File: src/hw/lut_pkg.sv
package lut_pkg;

   // Lookup value width and external/table word width
   localparam int data_w = 32;
   localparam int bus_w = 64;

   // Lanes per word and the index bits that pick one
   localparam int lane_count = 2;
   localparam int lane_sel_w = $clog2(lane_count);

   // Bank used after reset and whenever ping-pong is off
   localparam logic bank_none = 1'b0;

   // One table word, seen whole or as its two lanes
   typedef union packed {
      logic [bus_w-1:0]                  raw;
      logic [lane_count-1:0][data_w-1:0] lanes;
   } lut_bus_word_u;

endpackage

File: src/hw/bus_arbiter.sv
`timescale 1ns/1ns

module bus_arbiter #(
   parameter int ext_addr_w = 16
) (
   input  logic                      clk,
   input  logic                      rst,
   input  logic                      req0,
   input  logic [ext_addr_w-1:0]     addr0,
   input  logic                      req1,
   input  logic [ext_addr_w-1:0]     addr1,
   input  logic                      mem_ack,
   input  logic [lut_pkg::bus_w-1:0] mem_rdata,
   output logic                      ack0,
   output logic [lut_pkg::bus_w-1:0] rdata0,
   output logic                      ack1,
   output logic [lut_pkg::bus_w-1:0] rdata1,
   output logic                      mem_req,
   output logic [ext_addr_w-1:0]     mem_addr
);

   // One-hot grant that is zero while the bus is free
   logic [1:0] grant;
   logic       last_served;
   logic       pick;
   logic       req_g;

   // Alternate on contention and otherwise take whoever asks
   always_comb begin
      if (req0 && req1) begin
         pick = ~last_served;
      end else begin
         pick = req1;
      end
   end

   assign req_g    = (grant[0] && req0) || (grant[1] && req1);
   assign mem_req  = req_g;
   assign mem_addr = grant[1] ? addr1 : addr0;

   assign ack0   = grant[0] && mem_ack;
   assign ack1   = grant[1] && mem_ack;
   assign rdata0 = mem_rdata;
   assign rdata1 = mem_rdata;

   always_ff @(posedge clk or posedge rst) begin
      if (rst) begin
         grant       <= 2'b00;
         last_served <= 1'b1;
      end else if (grant == 2'b00) begin
         if (req0 || req1) begin
            grant       <= pick ? 2'b10 : 2'b01;
            last_served <= pick;
         end
      end else if (!req_g && !mem_ack) begin
         // Handshake fully returned to zero
         grant <= 2'b00;
      end
   end

   // An ack only reaches the master whose open request it answers
   assert property (@(posedge clk) disable iff (rst) $rose(mem_ack) |-> req_g)
      else $error("memory acknowledged with no granted request");

endmodule

File: config.mk
export PLATFORM = sky130hd
export DESIGN_NAME = bus_arbiter
export DESIGN_NICKNAME = d
export VERILOG_FILES = /design/src/hw/lut_pkg.sv /design/src/hw/bus_arbiter.sv
export SDC_FILE = /design/constraint.sdc
export NUM_CORES = 1
export LEC_CHECK = 0
export BUFFER_PORTS_ARGS = -buffer_cell sky130_fd_sc_hd__buf_4
export CAP_MARGIN = 20
export CORE_AREA = 2 2 95 97
export DETAILED_ROUTE_END_ITERATION = 8
export DIE_AREA = 0 0 97 99
export PLACE_DENSITY = 0.56
export SYNTH_ARGS = -nofsm -noshare
export SYNTH_HDL_FRONTEND = slang
export SYNTH_SLANG_ARGS = --single-unit
export TNS_END_PERCENT = 50
File: constraint.sdc
create_clock -name clk -period 2.6 [get_ports clk]
set_input_delay 0.65 -clock clk [delete_from_list [all_inputs] [get_ports clk]]
set_output_delay 0.65 -clock clk [all_outputs]
set_load 0.05 [all_outputs]
* Word level (Yosys, flattened, before mapping) *
Cells that the tools add are included.

storage, ports and cells
  output and inout bits = 147
  register bits after elaboration = 3
  input port bits = 101
  memory bits (writable) = 0
  word-level logic and storage cells = 24
  memories kept = 0
  latch bits = 0
  memory bits (read-only) = 0

operators by class
  $lt $le $gt $ge = 0
  $mul = 0
  equal/unequal tests = 1
  muxes and demuxes = 6
  bitwise gates (word level) = 1
  div/mod/pow operators = 0
  shifts and indexed selects = 0
  add/subtract/negate cells = 0
  reductions and logical operators = 14

operators with widths
  kind                  count
  $mux W16              1
  $mux W2               4
  $logic_and A1 B1 Y1   6
  $reduce_and A2 Y1     2
  $logic_not A1 Y1      2
  $logic_not A2 Y1      1
  $logic_or A1 B1 Y1    2
  $ne A2 B1 Y1 const B  1
  $reduce_bool A2 Y1    1
  $mux W1               1
  $not A1 Y1            1

* Longest topological paths before layout *
  depth in word-level cells = 6
  gate-level depth with buffers = 3

* Worst setup path after synthesis *
Ideal clock, no wire load.

  path kind = input to output
  start = input mem_ack
  end = output ack0
  data required time = 1950 ps
  arrival time = 1062 ps
  stages on the path = 1
  buffers on the path = 0
  setup slack = 888 ps
  path through = and2_1

on the way
  longest elaborated chain between the ends = 1

RTL lines
  item                 line               text
  start, declared      bus_arbiter.sv:12  input logic mem_ack,
  $logic_and A1 B1 Y1  bus_arbiter.sv:41  assign ack0 = grant[0] && mem_ack;
  end, declared        bus_arbiter.sv:14  output logic ack0,

Every way passes these cells.

* Final worst setup path *
  start = register grant[1]
  end = output mem_addr[4]

on the way
  longest elaborated chain between the ends = 1

RTL lines
  item                    line               text
  start, declared         bus_arbiter.sv:23  logic [1:0] grant;
  start signal, assigned  bus_arbiter.sv:52  grant <= pick ? 2'b10 : 2'b01;
  $mux W16                bus_arbiter.sv:39  assign mem_addr = grant[1] ? addr1 : addr0;
  end, declared           bus_arbiter.sv:19  output logic [ext_addr_w-1:0] mem_addr

Every way passes these cells.

==> results.txt <==
PD cells = 1010 nW/µm²
final std cells w/o fill = 203
largest net degree at the start of global routing = 20
I/O Buffers = 55
DR vias = 618
setup slack, reg-to-reg = 1.07 ns
yosys warns = 0
Synth top area share = 70.9%
count of cell types in the netlist = 20
count leader, synth = buf_4
final setup violation count = 0
vias in the first global route = 659
Post-CTS Setup Inserts = 0
CTS resizes = 0
register area share after synthesis = 5.63%
final antenna-violating net count = 0
WP data arrival = 1.67 ns
Min-Delay Path Class = in -> async
Post-Syn Area = 1360 µm²
number of synthesized register bits = 3
total design power = 0.980 mW
most common flop cell mapped by yosys = dfrtp_1
vias per cell = 3.04
Initial DRC Count = 21
worst setup path class = reg -> out
cell leakage power = 0.435 nW
Die Wd = 97 µm
Synth async-reset ratio = 100%
CTS Buffer Depth = 2
CTS root buf = clkbuf_8
io pins = 248
setup_tns = 0 ns
die area = 9600 µm²
unrepaired setup endpoints after global routing = false
GRT Util Overall = 5.07%
placed wire-length estimate = 2.31 mm
worst slack at placement = 0.474 ns
Synth area leader = buf_4
# nets final = 197
share of layout cells above drive strength 1 = 84.2%
Syn Nets = 266
VDD IR-drop max = 0.000213 V
core area = 8550 µm²
largest cells by area after synthesis = buf_4 (71%), mux2_2 (13%), dfrtp_1 (3.7%), dfstp_2 (1.9%), buf_6 (1.7%)
number of max-cap violations = 0
# clock sinks = 3
final count of hold timing violations = 0
CP startpoint kind = flip-flop
hold_buf cts = 0
global placement routability congestion = 0.654
Routed WL per cell = 13.3 µm
die height = 99 µm
skew final = 0.000988 ns
run status = finished, final reports clean
row count = 34
most instantiated cells after synthesis = buf_4 (128), mux2_2 (16), buf_6 (2), dfrtp_1 (2), nor2b_1 (2)
CTS tree = built
clock slew at reported path FFs = 0.03 ns
grt total ovfl = 0
Critical Path RT = 1.95 ns
area grow syn2layout = -28.3%
final core utilization = 11.4%
Post-synth EDFFs = 0
Skew-Pair Late Insertion Delay = 0.21 ns
DP Cell Count = 199
final worst-path cycle share = 89.0%
crit-path max FO = 19
Cell Area, Placed = 927 µm²
r2r worst-path depth = 3
Max Slew Vio Count = 0
cell count after synthesis = 165
Pre-Repair DR Iteration Count = 4
final hold slack = 0.311 ns
number of CTS-inserted buffers = 3
Least-Margin Pin Slew = 0.789 ns
Max Freq = 432 MHz
initial core utilization = 15.8%
post-route setup slack = 0.285 ns
DRC = 0
post-route cell area = 972 µm²
Worst R2R End = grant[0]
global-route wire length before repair = 3.76 mm
worst r2r src = grant[1]
fin crit period = 2.32 ns
routed wire length = 2.70 mm
synthesized area per cell = 8.21 µm²
initial antenna violation count = 0
htree depth = 1
Slew headroom = 47.4%
number of diodes = 0
crit end category = output pin
==> worst max-delay path, cell delays in order, from the launching register on <==
cell and delay (ns):
dfrtp_1 0.84, mux2_2 0.42, buf_4 0.19
==> power breakdown <==
group	total (mW)	leakage (nW)	internal [mW]	switching, mW
Sequential	0.150	0.0323	0.0748	0.0755
Combinational	0.699	0.380	0.284	0.414
Clock	0.131	0.0228	0.104	0.0266
==> worst max-delay path by stage <==
stage,startpoint,to,depth (start not counted)
after floorplan,mem_ack,ack0,1
after global routing,grant[1],mem_addr[11],2
final,grant[1],mem_addr[4],2
after detailed placement,grant[1],mem_addr[11],2
after CTS,grant[1],mem_addr[11],2
after global placement,grant[1],mem_addr[4],2
==> final cells by class <==
type                            instances  area, µm²
Clock buffer                            4       45.0
Fill cell                             983       7580
Inverter                                1       3.75
Multi-Input combinational cell         31        292
Sequential cell                         3       76.3
Tap cell                              108        135
Timing Repair Buffer                   56        420
==> metal layers <==
layer	GRT usage, %	part of all wire (%)	up-vias
li1	-	-	253
met1	3.02	20	232
met2	7.21	42	80
met3	4.96	25	53
met4	7.15	13	0
met5	0	0	-
==> cells by family after synthesis <==
family | share of synthesized area (%)
AOI/OAI and AO/OA | 3.60
buffers and inverters | 72.9
DFF | 5.63
muxes | 13.3
and+or+nand+nor | 4.62
==> flip-flops by register name, indices dropped and copies added, names as in the netlist <==
| signal | cells |
|---|---|
| grant | 2 |
| last_served | 1 |
==> placed cells by master (no fill, tap or decap), types with 2 or more instances in the layout <==
master,count
buf_4,56
mux2_2,16
clkbuf_8,3
nor2b_1,2
dfrtp_1,2
(Power assumes the default switching activity.)
